### src/common/cpuControlPkg.sv
package cpuControlPkg;

    ////////////////////
    // Widths
    localparam int phaseCount   = 8;
    localparam int phaseWidth   = $clog2(phaseCount);
    localparam int opcodeWidth  = 6;
    localparam int operandWidth = 10;
    localparam int flagZ        = 3;    // Z position in the ALU flags

    // Phase indices
    localparam logic [phaseWidth-1:0] phaseFetchLow  = 3'd0;
    localparam logic [phaseWidth-1:0] phaseFetchHigh = 3'd1;
    localparam logic [phaseWidth-1:0] phaseDecode    = 3'd2;
    localparam logic [phaseWidth-1:0] phaseExec0     = 3'd3;
    localparam logic [phaseWidth-1:0] phaseExec1     = 3'd4;
    localparam logic [phaseWidth-1:0] phaseExec2     = 3'd5;
    localparam logic [phaseWidth-1:0] phaseParked    = 3'd7;    // Never used by an instruction

    ////////////////////
    // Opcodes
    localparam logic [opcodeWidth-1:0] opBra     = 6'h00;
    localparam logic [opcodeWidth-1:0] opBne     = 6'h01;
    localparam logic [opcodeWidth-1:0] opBeq     = 6'h02;
    localparam logic [opcodeWidth-1:0] opPop     = 6'h03;
    localparam logic [opcodeWidth-1:0] opPsh     = 6'h04;
    localparam logic [opcodeWidth-1:0] opAnd     = 6'h0C;
    localparam logic [opcodeWidth-1:0] opOrr     = 6'h0D;
    localparam logic [opcodeWidth-1:0] opXor     = 6'h0F;
    localparam logic [opcodeWidth-1:0] opAdd     = 6'h15;
    localparam logic [opcodeWidth-1:0] opSub     = 6'h17;
    localparam logic [opcodeWidth-1:0] opLoadImm = 6'h20;

    // ALU function codes
    localparam logic [4:0] aluAdd8 = 5'b00100;
    localparam logic [4:0] aluPass = 5'b10000;
    localparam logic [4:0] aluAdd  = 5'b10100;
    localparam logic [4:0] aluSub  = 5'b10110;
    localparam logic [4:0] aluAnd  = 5'b10111;
    localparam logic [4:0] aluOrr  = 5'b11000;
    localparam logic [4:0] aluXor  = 5'b11001;

    ////////////////////
    // Register selects, one-cold
    localparam logic [3:0] rfSelR1   = 4'b0111;
    localparam logic [3:0] rfSelR2   = 4'b1011;
    localparam logic [3:0] rfSelR3   = 4'b1101;
    localparam logic [3:0] rfSelR4   = 4'b1110;
    localparam logic [3:0] rfSelNone = 4'b1111;
    localparam logic [3:0] scrSelS1  = 4'b0111;
    localparam logic [3:0] scrSelS2  = 4'b1011;
    localparam logic [2:0] arfSelPc   = 3'b011;
    localparam logic [2:0] arfSelAr   = 3'b101;
    localparam logic [2:0] arfSelSp   = 3'b110;
    localparam logic [2:0] arfSelNone = 3'b111;

    // Function selects
    localparam logic [2:0] rfFunLoad     = 3'b010;
    localparam logic [2:0] rfFunLoadLow  = 3'b101;
    localparam logic [2:0] rfFunLoadHigh = 3'b110;
    localparam logic [2:0] arfFunDec     = 3'b000;
    localparam logic [2:0] arfFunInc     = 3'b001;
    localparam logic [2:0] arfFunLoad    = 3'b010;

    // Mux and output selects
    localparam logic [1:0] muxAAlu = 2'b00;
    localparam logic [1:0] muxAArf = 2'b01;
    localparam logic [1:0] muxAMem = 2'b10;
    localparam logic [1:0] muxAIr  = 2'b11;
    localparam logic [1:0] muxBAlu = 2'b00;
    localparam logic [1:0] muxBMem = 2'b10;
    localparam logic [1:0] outDPc  = 2'b00;
    localparam logic [1:0] outDAr  = 2'b10;
    localparam logic [1:0] outDSp  = 2'b11;
    localparam logic [1:0] outCPc  = 2'b00;
    localparam logic [2:0] outS1   = 3'b100;
    localparam logic [2:0] outS2   = 3'b101;

    ////////////////////
    typedef enum logic [2:0] {
        branchTaken, branchSkip, popOp, pushOp, loadImm, aluOp, unsupported
    } instrClass_t;

    typedef struct packed {
        logic [1:0] regSel;
        logic [7:0] immediate;
    } addressForm_t;

    typedef struct packed {
        logic       setFlags;
        logic [2:0] dstReg;
        logic [2:0] srcReg1;
        logic [2:0] srcReg2;
    } registerForm_t;

    // Low ten bits of the instruction word, read per opcode
    typedef union packed {
        addressForm_t  addressForm;
        registerForm_t registerForm;
    } operands_t;

    typedef enum logic [2:0] {
        none, irWord, scratch1, scratch2, rfReg, destReg, pc, sp
    } loadTarget_t;

    typedef enum logic [2:0] {full, lowHalf, highHalf, increment, decrement} loadKind_t;

    typedef enum logic [1:0] {alu, arf, memory, ir} loadSource_t;

endpackage

### src/common/decodedIf.sv
`timescale 1ns/1ps

interface decodedIf;
    import cpuControlPkg::*;

    // Held from the end of T2 until the next T2
    instrClass_t                instrClass;
    logic [4:0]                 aluFun;
    operands_t                  operands;
    logic [opcodeWidth-1:0]     opcode;

    modport producer (
        output instrClass,
        output aluFun,
        output operands,
        output opcode
    );

    modport consumer (
        input instrClass,
        input aluFun,
        input operands,
        input opcode
    );

endinterface

### src/common/writebackIf.sv
`timescale 1ns/1ps

interface writebackIf;
    import cpuControlPkg::*;

    loadTarget_t target;    // none when nothing loads
    loadKind_t   kind;
    loadSource_t source;
    logic        flagWrite;

    modport requester (
        output target,
        output kind,
        output source,
        output flagWrite
    );

    modport sink (
        input target,
        input kind,
        input source,
        input flagWrite
    );

endinterface

### src/decode/instructionDecoder.sv
`timescale 1ns/1ps

module instructionDecoder (
    input  logic                                 RESET,
    input  logic                                 reset,
    input  logic [cpuControlPkg::phaseWidth-1:0] phase,
    input  logic [15:0]                          irOut,
    input  logic [3:0]                           aluFlags,
    decodedIf.producer                           decoded
);
    import cpuControlPkg::*;

    logic [opcodeWidth-1:0] opcodeIn;
    operands_t              operandsIn;
    instrClass_t            classIn;
    logic                   zeroFlag;
    logic                   rfSources;

    assign opcodeIn   = irOut[15:operandWidth];
    assign operandsIn = irOut[operandWidth-1:0];
    assign zeroFlag   = aluFlags[flagZ];
    // Bit 2 set means an RF source
    assign rfSources  = operandsIn.registerForm.srcReg1[2] & operandsIn.registerForm.srcReg2[2];

    always_comb begin
        case (opcodeIn)
            opBra:     classIn = branchTaken;
            opBne:     classIn = zeroFlag ? branchSkip : branchTaken;
            opBeq:     classIn = zeroFlag ? branchTaken : branchSkip;
            opPop:     classIn = popOp;
            opPsh:     classIn = pushOp;
            opLoadImm: classIn = loadImm;
            opAnd, opOrr, opXor, opAdd, opSub: begin
                classIn = rfSources ? aluOp : unsupported;    // ARF sources dropped
            end
            default:   classIn = unsupported;
        endcase
    end

    ////////////////////
    // Capture in T2
    always_ff @(posedge RESET) begin
        if (reset) begin
            decoded.instrClass <= unsupported;
        end else if (phase == phaseDecode) begin
            decoded.instrClass <= classIn;
        end
    end

    always_ff @(posedge RESET) begin
        if (phase == phaseDecode) begin
            decoded.opcode   <= opcodeIn;
            decoded.operands <= operandsIn;
        end
    end

    // ALU code from the held opcode
    always_comb begin
        case (decoded.opcode)
            opAdd:   decoded.aluFun = aluAdd;
            opSub:   decoded.aluFun = aluSub;
            opAnd:   decoded.aluFun = aluAnd;
            opOrr:   decoded.aluFun = aluOrr;
            opXor:   decoded.aluFun = aluXor;
            default: decoded.aluFun = aluPass;
        endcase
    end

endmodule

### src/execute/microSequencer.sv
`timescale 1ns/1ps

module microSequencer (
    input  logic [cpuControlPkg::phaseWidth-1:0] phase,
    decodedIf.consumer                           decoded,
    writebackIf.requester                        wb,
    output logic                                 endOfInstruction,
    output logic [2:0]                           rfOutASel,
    output logic [2:0]                           rfOutBSel,
    output logic [4:0]                           aluFunSel,
    output logic [1:0]                           arfOutCSel,
    output logic [1:0]                           arfOutDSel,
    output logic                                 memCs,
    output logic                                 memWr,
    output logic                                 muxCSel,
    output logic                                 irWrite,
    output logic                                 irLowHigh
);
    import cpuControlPkg::*;

    logic [2:0] srcReg1;
    logic [2:0] srcReg2;
    logic [1:0] stackReg;
    logic       execPhase;

    assign srcReg1   = decoded.operands.registerForm.srcReg1;
    assign srcReg2   = decoded.operands.registerForm.srcReg2;
    assign stackReg  = decoded.operands.addressForm.regSel;
    assign execPhase = (phase == phaseExec0) || (phase == phaseExec1) || (phase == phaseExec2);

    always_comb begin
        // Idle values
        endOfInstruction = 1'b0;
        rfOutASel        = '0;
        rfOutBSel        = '0;
        aluFunSel        = '0;
        arfOutCSel       = '0;
        arfOutDSel       = '0;
        memCs            = 1'b1;    // Memory deselected (active low)
        memWr            = 1'b0;
        muxCSel          = 1'b0;
        irWrite          = 1'b0;
        irLowHigh        = 1'b0;
        wb.target        = none;
        wb.kind          = full;
        wb.source        = alu;
        wb.flagWrite     = 1'b0;

        ////////////////////
        // Fetch of low byte then high byte
        if (phase == phaseFetchLow || phase == phaseFetchHigh) begin
            arfOutDSel = outDPc;
            memCs      = 1'b0;
            irWrite    = 1'b1;
            irLowHigh  = (phase == phaseFetchHigh);
            wb.target  = irWord;    // PC steps with it
            wb.source  = memory;
        end else if (execPhase) begin
            case (decoded.instrClass)
                branchTaken: begin
                    if (phase == phaseExec0) begin    // S1 <- PC
                        arfOutCSel = outCPc;
                        wb.target  = scratch1;
                        wb.source  = arf;
                    end else if (phase == phaseExec1) begin    // S2 <- IR offset
                        wb.target = scratch2;
                        wb.source = ir;
                    end else begin    // PC <- S1 + S2
                        rfOutASel        = outS1;
                        rfOutBSel        = outS2;
                        aluFunSel        = aluAdd8;
                        wb.target        = pc;
                        endOfInstruction = 1'b1;
                    end
                end
                popOp, pushOp: begin
                    if (phase != phaseExec2) begin
                        arfOutDSel       = outDSp;
                        memCs            = 1'b0;
                        endOfInstruction = (phase == phaseExec1);
                        if (decoded.instrClass == popOp) begin
                            wb.target = rfReg;    // SP steps up with it
                            wb.kind   = (phase == phaseExec0) ? lowHalf : highHalf;
                            wb.source = memory;
                        end else begin
                            memWr     = 1'b1;
                            rfOutASel = {1'b0, stackReg};
                            aluFunSel = aluPass;
                            muxCSel   = (phase == phaseExec1);    // Low byte first
                            wb.target = sp;
                            wb.kind   = decrement;
                        end
                    end
                end
                loadImm: begin
                    if (phase == phaseExec0) begin
                        wb.target        = rfReg;
                        wb.kind          = lowHalf;
                        wb.source        = ir;
                        endOfInstruction = 1'b1;
                    end
                end
                aluOp: begin
                    if (phase != phaseExec2) begin
                        rfOutASel = {1'b0, srcReg1[1:0]};
                        rfOutBSel = {1'b0, srcReg2[1:0]};
                        aluFunSel = decoded.aluFun;
                        if (phase == phaseExec1) begin
                            wb.target        = destReg;
                            wb.flagWrite     = decoded.operands.registerForm.setFlags;
                            endOfInstruction = 1'b1;
                        end
                    end
                end
                // Skipped branches and unsupported forms idle through T3
                default: endOfInstruction = (phase == phaseExec0);
            endcase
        end
    end

endmodule

### src/result/writebackSelect.sv
`timescale 1ns/1ps

module writebackSelect (
    decodedIf.consumer  decoded,
    writebackIf.sink    wb,
    output logic [3:0]  rfRegSel,
    output logic [3:0]  rfScrSel,
    output logic [2:0]  rfFunSel,
    output logic [2:0]  arfRegSel,
    output logic [2:0]  arfFunSel,
    output logic [1:0]  muxASel,
    output logic [1:0]  muxBSel,
    output logic        wf
);
    import cpuControlPkg::*;

    logic [2:0] dstReg;

    assign dstReg = decoded.operands.registerForm.dstReg;

    function automatic logic [3:0] rfOneCold(input logic [1:0] index);
        case (index)
            2'd0:    return rfSelR1;
            2'd1:    return rfSelR2;
            2'd2:    return rfSelR3;
            default: return rfSelR4;
        endcase
    endfunction

    function automatic logic [2:0] rfFunCode(input loadKind_t kind);
        case (kind)
            lowHalf:  return rfFunLoadLow;
            highHalf: return rfFunLoadHigh;
            default:  return rfFunLoad;
        endcase
    endfunction

    function automatic logic [2:0] arfFunCode(input loadKind_t kind);
        case (kind)
            increment: return arfFunInc;
            decrement: return arfFunDec;
            default:   return arfFunLoad;
        endcase
    endfunction

    function automatic logic [1:0] muxACode(input loadSource_t source);
        case (source)
            arf:     return muxAArf;
            memory:  return muxAMem;
            ir:      return muxAIr;
            default: return muxAAlu;
        endcase
    endfunction

    always_comb begin
        rfRegSel  = rfSelNone;
        rfScrSel  = rfSelNone;
        rfFunSel  = '0;
        arfRegSel = arfSelNone;
        arfFunSel = '0;
        muxASel   = '0;
        muxBSel   = '0;

        case (wb.target)
            irWord: begin    // IR load strobed by the sequencer, PC steps
                arfRegSel = arfSelPc;
                arfFunSel = arfFunInc;
            end
            scratch1, scratch2: begin
                rfScrSel = (wb.target == scratch1) ? scrSelS1 : scrSelS2;
                rfFunSel = rfFunCode(wb.kind);
                muxASel  = muxACode(wb.source);
            end
            rfReg: begin
                rfRegSel = rfOneCold(decoded.operands.addressForm.regSel);
                rfFunSel = rfFunCode(wb.kind);
                muxASel  = muxACode(wb.source);
                if (wb.source == memory) begin    // Stack read, SP moves up
                    arfRegSel = arfSelSp;
                    arfFunSel = arfFunInc;
                end
            end
            destReg: begin
                if (dstReg[2]) begin    // RF destination
                    rfRegSel = rfOneCold(dstReg[1:0]);
                    rfFunSel = rfFunCode(wb.kind);
                    muxASel  = muxACode(wb.source);
                end else begin
                    case (dstReg[1:0])
                        2'b10:   arfRegSel = arfSelSp;
                        2'b11:   arfRegSel = arfSelAr;
                        default: arfRegSel = arfSelPc;
                    endcase
                    arfFunSel = arfFunCode(wb.kind);
                    muxBSel   = (wb.source == memory) ? muxBMem : muxBAlu;
                end
            end
            pc, sp: begin
                arfRegSel = (wb.target == pc) ? arfSelPc : arfSelSp;
                arfFunSel = arfFunCode(wb.kind);
                muxBSel   = (wb.source == memory) ? muxBMem : muxBAlu;
            end
            default: ;
        endcase
    end

    assign wf = wb.flagWrite;

endmodule

### src/source/controlUnit.sv
`timescale 1ns/1ps

module controlUnit (
    input  logic                                 RESET,
    input  logic                                 reset,
    input  logic [15:0]                          irOut,
    input  logic [3:0]                           aluFlags,
    output logic [cpuControlPkg::phaseCount-1:0] timing,
    output logic [2:0]                           rfOutASel,
    output logic [2:0]                           rfOutBSel,
    output logic [2:0]                           rfFunSel,
    output logic [3:0]                           rfRegSel,
    output logic [3:0]                           rfScrSel,
    output logic [4:0]                           aluFunSel,
    output logic [1:0]                           arfOutCSel,
    output logic [1:0]                           arfOutDSel,
    output logic [2:0]                           arfFunSel,
    output logic [2:0]                           arfRegSel,
    output logic [1:0]                           muxASel,
    output logic [1:0]                           muxBSel,
    output logic                                 muxCSel,
    output logic                                 memCs,
    output logic                                 memWr,
    output logic                                 irWrite,
    output logic                                 irLowHigh,
    output logic                                 wf
);
    import cpuControlPkg::*;

    logic [phaseWidth-1:0] phase;
    logic                  endOfInstruction;

    decodedIf   decodedBus ();
    writebackIf writebackBus ();

    sequenceCounter seqCounter (
        .RESET  (RESET),
        .reset  (reset),
        .clear  (endOfInstruction),
        .phase  (phase),
        .timing (timing)
    );

    instructionDecoder decoder (
        .RESET    (RESET),
        .reset    (reset),
        .phase    (phase),
        .irOut    (irOut),
        .aluFlags (aluFlags),
        .decoded  (decodedBus.producer)
    );

    ////////////////////
    // Read side, memory strobes and load requests
    microSequencer sequencer (
        .phase            (phase),
        .decoded          (decodedBus.consumer),
        .wb               (writebackBus.requester),
        .endOfInstruction (endOfInstruction),
        .rfOutASel        (rfOutASel),
        .rfOutBSel        (rfOutBSel),
        .aluFunSel        (aluFunSel),
        .arfOutCSel       (arfOutCSel),
        .arfOutDSel       (arfOutDSel),
        .memCs            (memCs),
        .memWr            (memWr),
        .muxCSel          (muxCSel),
        .irWrite          (irWrite),
        .irLowHigh        (irLowHigh)
    );

    writebackSelect writeback (
        .decoded   (decodedBus.consumer),
        .wb        (writebackBus.sink),
        .rfRegSel  (rfRegSel),
        .rfScrSel  (rfScrSel),
        .rfFunSel  (rfFunSel),
        .arfRegSel (arfRegSel),
        .arfFunSel (arfFunSel),
        .muxASel   (muxASel),
        .muxBSel   (muxBSel),
        .wf        (wf)
    );

endmodule

### src/source/sequenceCounter.sv
`timescale 1ns/1ps

module sequenceCounter (
    input  logic                                 RESET,
    input  logic                                 reset,
    input  logic                                 clear,
    output logic [cpuControlPkg::phaseWidth-1:0] phase,
    output logic [cpuControlPkg::phaseCount-1:0] timing
);
    import cpuControlPkg::*;

    // Reset parks the count in the unused last phase,
    // so the first edge after reset wraps it to T0
    always_ff @(posedge RESET) begin
        if (reset) begin
            phase <= phaseParked;
        end else if (clear) begin
            phase <= phaseFetchLow;    // Next instruction
        end else begin
            phase <= phase + 1'b1;
        end
    end

    assign timing = {{(phaseCount - 1){1'b0}}, 1'b1} << phase;    // One-hot T0 to T7

endmodule

### config.mk
export PLATFORM = sky130hd
export DESIGN_NAME = controlUnit
export DESIGN_NICKNAME = d
export VERILOG_FILES = /design/src/common/cpuControlPkg.sv /design/src/common/decodedIf.sv /design/src/common/writebackIf.sv /design/src/decode/instructionDecoder.sv /design/src/execute/microSequencer.sv /design/src/result/writebackSelect.sv /design/src/source/controlUnit.sv /design/src/source/sequenceCounter.sv
export SDC_FILE = /design/constraint.sdc
export NUM_CORES = 1
export LEC_CHECK = 0
export ABC_AREA = 1
export BUFFER_PORTS_ARGS = -buffer_cell sky130_fd_sc_hd__buf_2
export CORE_MARGIN = 3
export CORE_UTILIZATION = 47
export CTS_BUF_LIST = sky130_fd_sc_hd__clkbuf_2 sky130_fd_sc_hd__clkbuf_4 sky130_fd_sc_hd__clkbuf_8
export DETAILED_ROUTE_END_ITERATION = 10
export PLACE_DENSITY = 0.84
export SYNTH_ARGS = -nofsm -noshare
export SYNTH_HDL_FRONTEND = slang
export SYNTH_SLANG_ARGS = --single-unit
export TNS_END_PERCENT = 1
### constraint.sdc
create_clock -name RESET -period 4 [get_ports RESET]
set_clock_uncertainty 0.05 [all_clocks]
set_input_delay 1.2 -clock RESET [delete_from_list [all_inputs] [get_ports RESET]]
set_output_delay 1.2 -clock RESET [all_outputs]
set_load 0.1 [all_outputs]
==> results.cfg <==
[critical_path]
cp.arrival_ps = 2510
cpPeakStageDelay_ps = 470
crit_path_max_fanout = 11
cp-endpoint = arfRegSel[2]
r2r_cells = 10
crit_family = buffers and inverters
worstPathCellList = inv_1 -> ha_2 -> inv_1 -> nand3_4 -> nand2_4 -> inv_2 -> nand3_4 -> nand2_2 -> nor2_2 -> nor2_1 -> nand2_1 -> buf_2
cp_slowest_cell = dfxtp_2
critPathLaunchType = flop
ff2ff_setup_slack_ps = 2060
r2r-end = seqCounter.phase[2]
end_kind = output pin
cp.depth = 12
r2r-start = seqCounter.phase[2]
critPathRequiredTime_ps = 2750
crit_type = flop to output pin
crit_buf_inv = 4
critPathLaunch = seqCounter.phase[2]

[place]
place_area_um2 = 1996
portBuffers = 61
place.gp.congestion = 0.8239
hpwl_um = 3272
dp.cells = 341

[route]
drt_first_pass_iters = 4
wirelength_um = 3931
drc = 0
avgRoutedWirePerCell_um = 11.39
dr.first_iter.drc_count = 98
route.vias.total = 1681
via_per_inst = 4.872
drtAntennaViolNets = 0

[clock_tree]
hold_buffers = 0
cts_made_buffers = 3
cts.sinks = 20
clk_pin_slew_ps = 110
post_cts_buffers = 0
max-clock-path-buffers = 2
insertion_delay_ps = 300
tritoncts = yes
htree_levels = 1
clock-root-buffer = clkbuf_4
cts_resized = 0

[sta]
rsz0062_at_grt = no
finalCritPeriodShare_pct = 94.02
period_needed_ps = 3761
final_hold_viol_count = 0
timing.fmax_ghz = 0.2659
holdWs_ps = 542.8
totalNegativeSetupSlack_ps = 0
finalMaxSlewViolations = 0
setup_viol = 0

[hold_path]
min_path_type = flop to flop

[global_route]
grt_pass1_wl_um = 6651
overflow = 0
grt_pass1_vias = 1557
globalRouteTotalUtil_pct = 19.65
antenna_found_initial = 0
grt_max_degree = 19

[logic_synthesis]
yosysTopAreaCell = edfxtp_1
synth_top_area_share_pct = 25.40
yosysWarnings = 0
syn-instance-count = 240
synth.avg_cell_area_um2 = 6.897
synth_seq_cells = 20
synth_area_um2 = 1655
synth.area.top_cells = edfxtp_1, nand2_1, inv_1
synth.distinct_cells = 26
seq_area_frac_synth_pct = 32.65

[final_layout]
area_growth_syn_to_layout_pct = 23.81
nFillCells = 322
nNetsFinal = 330
instances_no_fill = 345
final_area_um2 = 2049
drive_gt1_share_pct = 31.56
antenna-diode-count = 0

[floorplan]
fp.coreArea_um2 = 3203
die_y_um = 65.35
pin_count = 72
start_util_pct = 51.68
num_rows = 20
die_w_um = 65.35
die_area_um2 = 4270

[power]
power_switching_mw = 0.3735
finalPower_mw = 0.7775
ir_worst_vdd_mv = 0.2212
p_clk_share_pct = 21.5
pwr-share-comb_pct = 45.1
seqPwrFrac_pct = 33.4
leakagePower_nw = 1.134
p_per_area_nw_per_um2 = 379.4
switching_share_pct = 48.04
power.internal_mw = 0.4040

[outcome]
run_status = completed

[flow_run]
maxCapViolCount = 0
synthesized netlist by cell type:
library cell  number
buf_4             10
nor2_1            32
a21oi_2            1
nand3_1           24
nor3_1             1
a21oi_1            7
nand2_1           50
o21ai_1            1
nand2_2            4
conb_1             2
nor2_2             6
o2111ai_1          1
edfxtp_1          14
ha_1               6
nor2_4             1
inv_2              3
o21ai_4            1
nand2_4            2
inv_1             39
o211ai_1           1
dfxtp_1            6
nand3_4            2
nand4_1            6
o21ai_2            1
o21ai_0           14
o31ai_1            5
power groups by stage:
stage	registers (mW)	logic, mW	clock network, mW
after global routing	0.264	0.378	0.178
after global placement	0.263	0.347	0
after CTS	0.259	0.352	0.170
after floorplan	0.254	0.317	0
after detailed placement	0.263	0.350	0
final	0.260	0.351	0.167
per-layer routing:
layer	track usage, %	up-vias	part of all wire (%)
met3	2.393	5	7.1
met2	36.16	68	49
met1	23.34	725	42
li1	-	883	-
met4	6.736	0	1.4
met5	0	-	0
area by class of cell:
| cell class | count | area, µm² | area share [%] |
|---|---|---|---|
| sequential | 20 | 541.8 | 26.43 |
| timing repair buffer | 62 | 312.8 | 15.26 |
| clock buffer | 3 | 22.52 | 1.099 |
| tap | 44 | 55.05 | 2.686 |
| clock inverter | 1 | 30.03 | 1.465 |
| multi-input combinational | 173 | 929.6 | 45.36 |
| inverter | 42 | 157.7 | 7.692 |
state kept, by name (all words and copies together) (netlist names):
register	flops
decoder.decoded.operands	8
decoder.decoded.instrClass	3
seqCounter.phase	3
decoder.decoded.opcode	6
logic make-up (layout without fill, tap and decap cells):
group	Yosys count	after routing	share of synthesized area [%]
and+or+nand+nor	128	128	36.36
buffers and inverters	52	108	14.06
AOI/OAI and AO/OA	32	32	11.94
DFF	20	20	32.65
adders and majority gates	6	6	4.535
other	2	7	0.4537
layout by cell type (no fill, tap or decap), types with 6 or more instances in the layout:
master	instances
buf_2	61
nand2_1	49
inv_1	39
nor2_1	30
nand3_1	24
edfxtp_1	14
o21ai_0	13
nor2_2	7
conb_1	7
nand4_1	6
a21oi_1	6
per-stage QoR:
step           util (%)  setup WS [ps]
2_1_floorplan         -         -472.0
3_3_place_gp      62.30          434.6
3_5_place_dp      62.30          436.7
4_1_cts           63.95          74.36
5_1_grt           63.98          26.59
6_report          63.98          239.3
worst reg2reg max path, delay by kind of cell, from the launching register on:
family / cells / cell delay [ps]
AO/OA/AOI/OAI: 2 / 130
adder cells (fa/ha/maj): 1 / 220
buffers and inverters: 2 / 350
flip-flops: 1 / 470
AND/OR/NAND/NOR: 5 / 610
how the worst min path moves through the flow:
stage,startpoint,cells past startpoint,end
after floorplan,seqCounter.phase[0],3,seqCounter.phase[0]
after global placement,seqCounter.phase[0],3,seqCounter.phase[0]
after detailed placement,seqCounter.phase[0],3,seqCounter.phase[0]
after CTS,seqCounter.phase[0],3,seqCounter.phase[0]
after global routing,seqCounter.phase[0],3,seqCounter.phase[0]
final,seqCounter.phase[0],3,seqCounter.phase[0]
(Power assumes the default switching activity.)
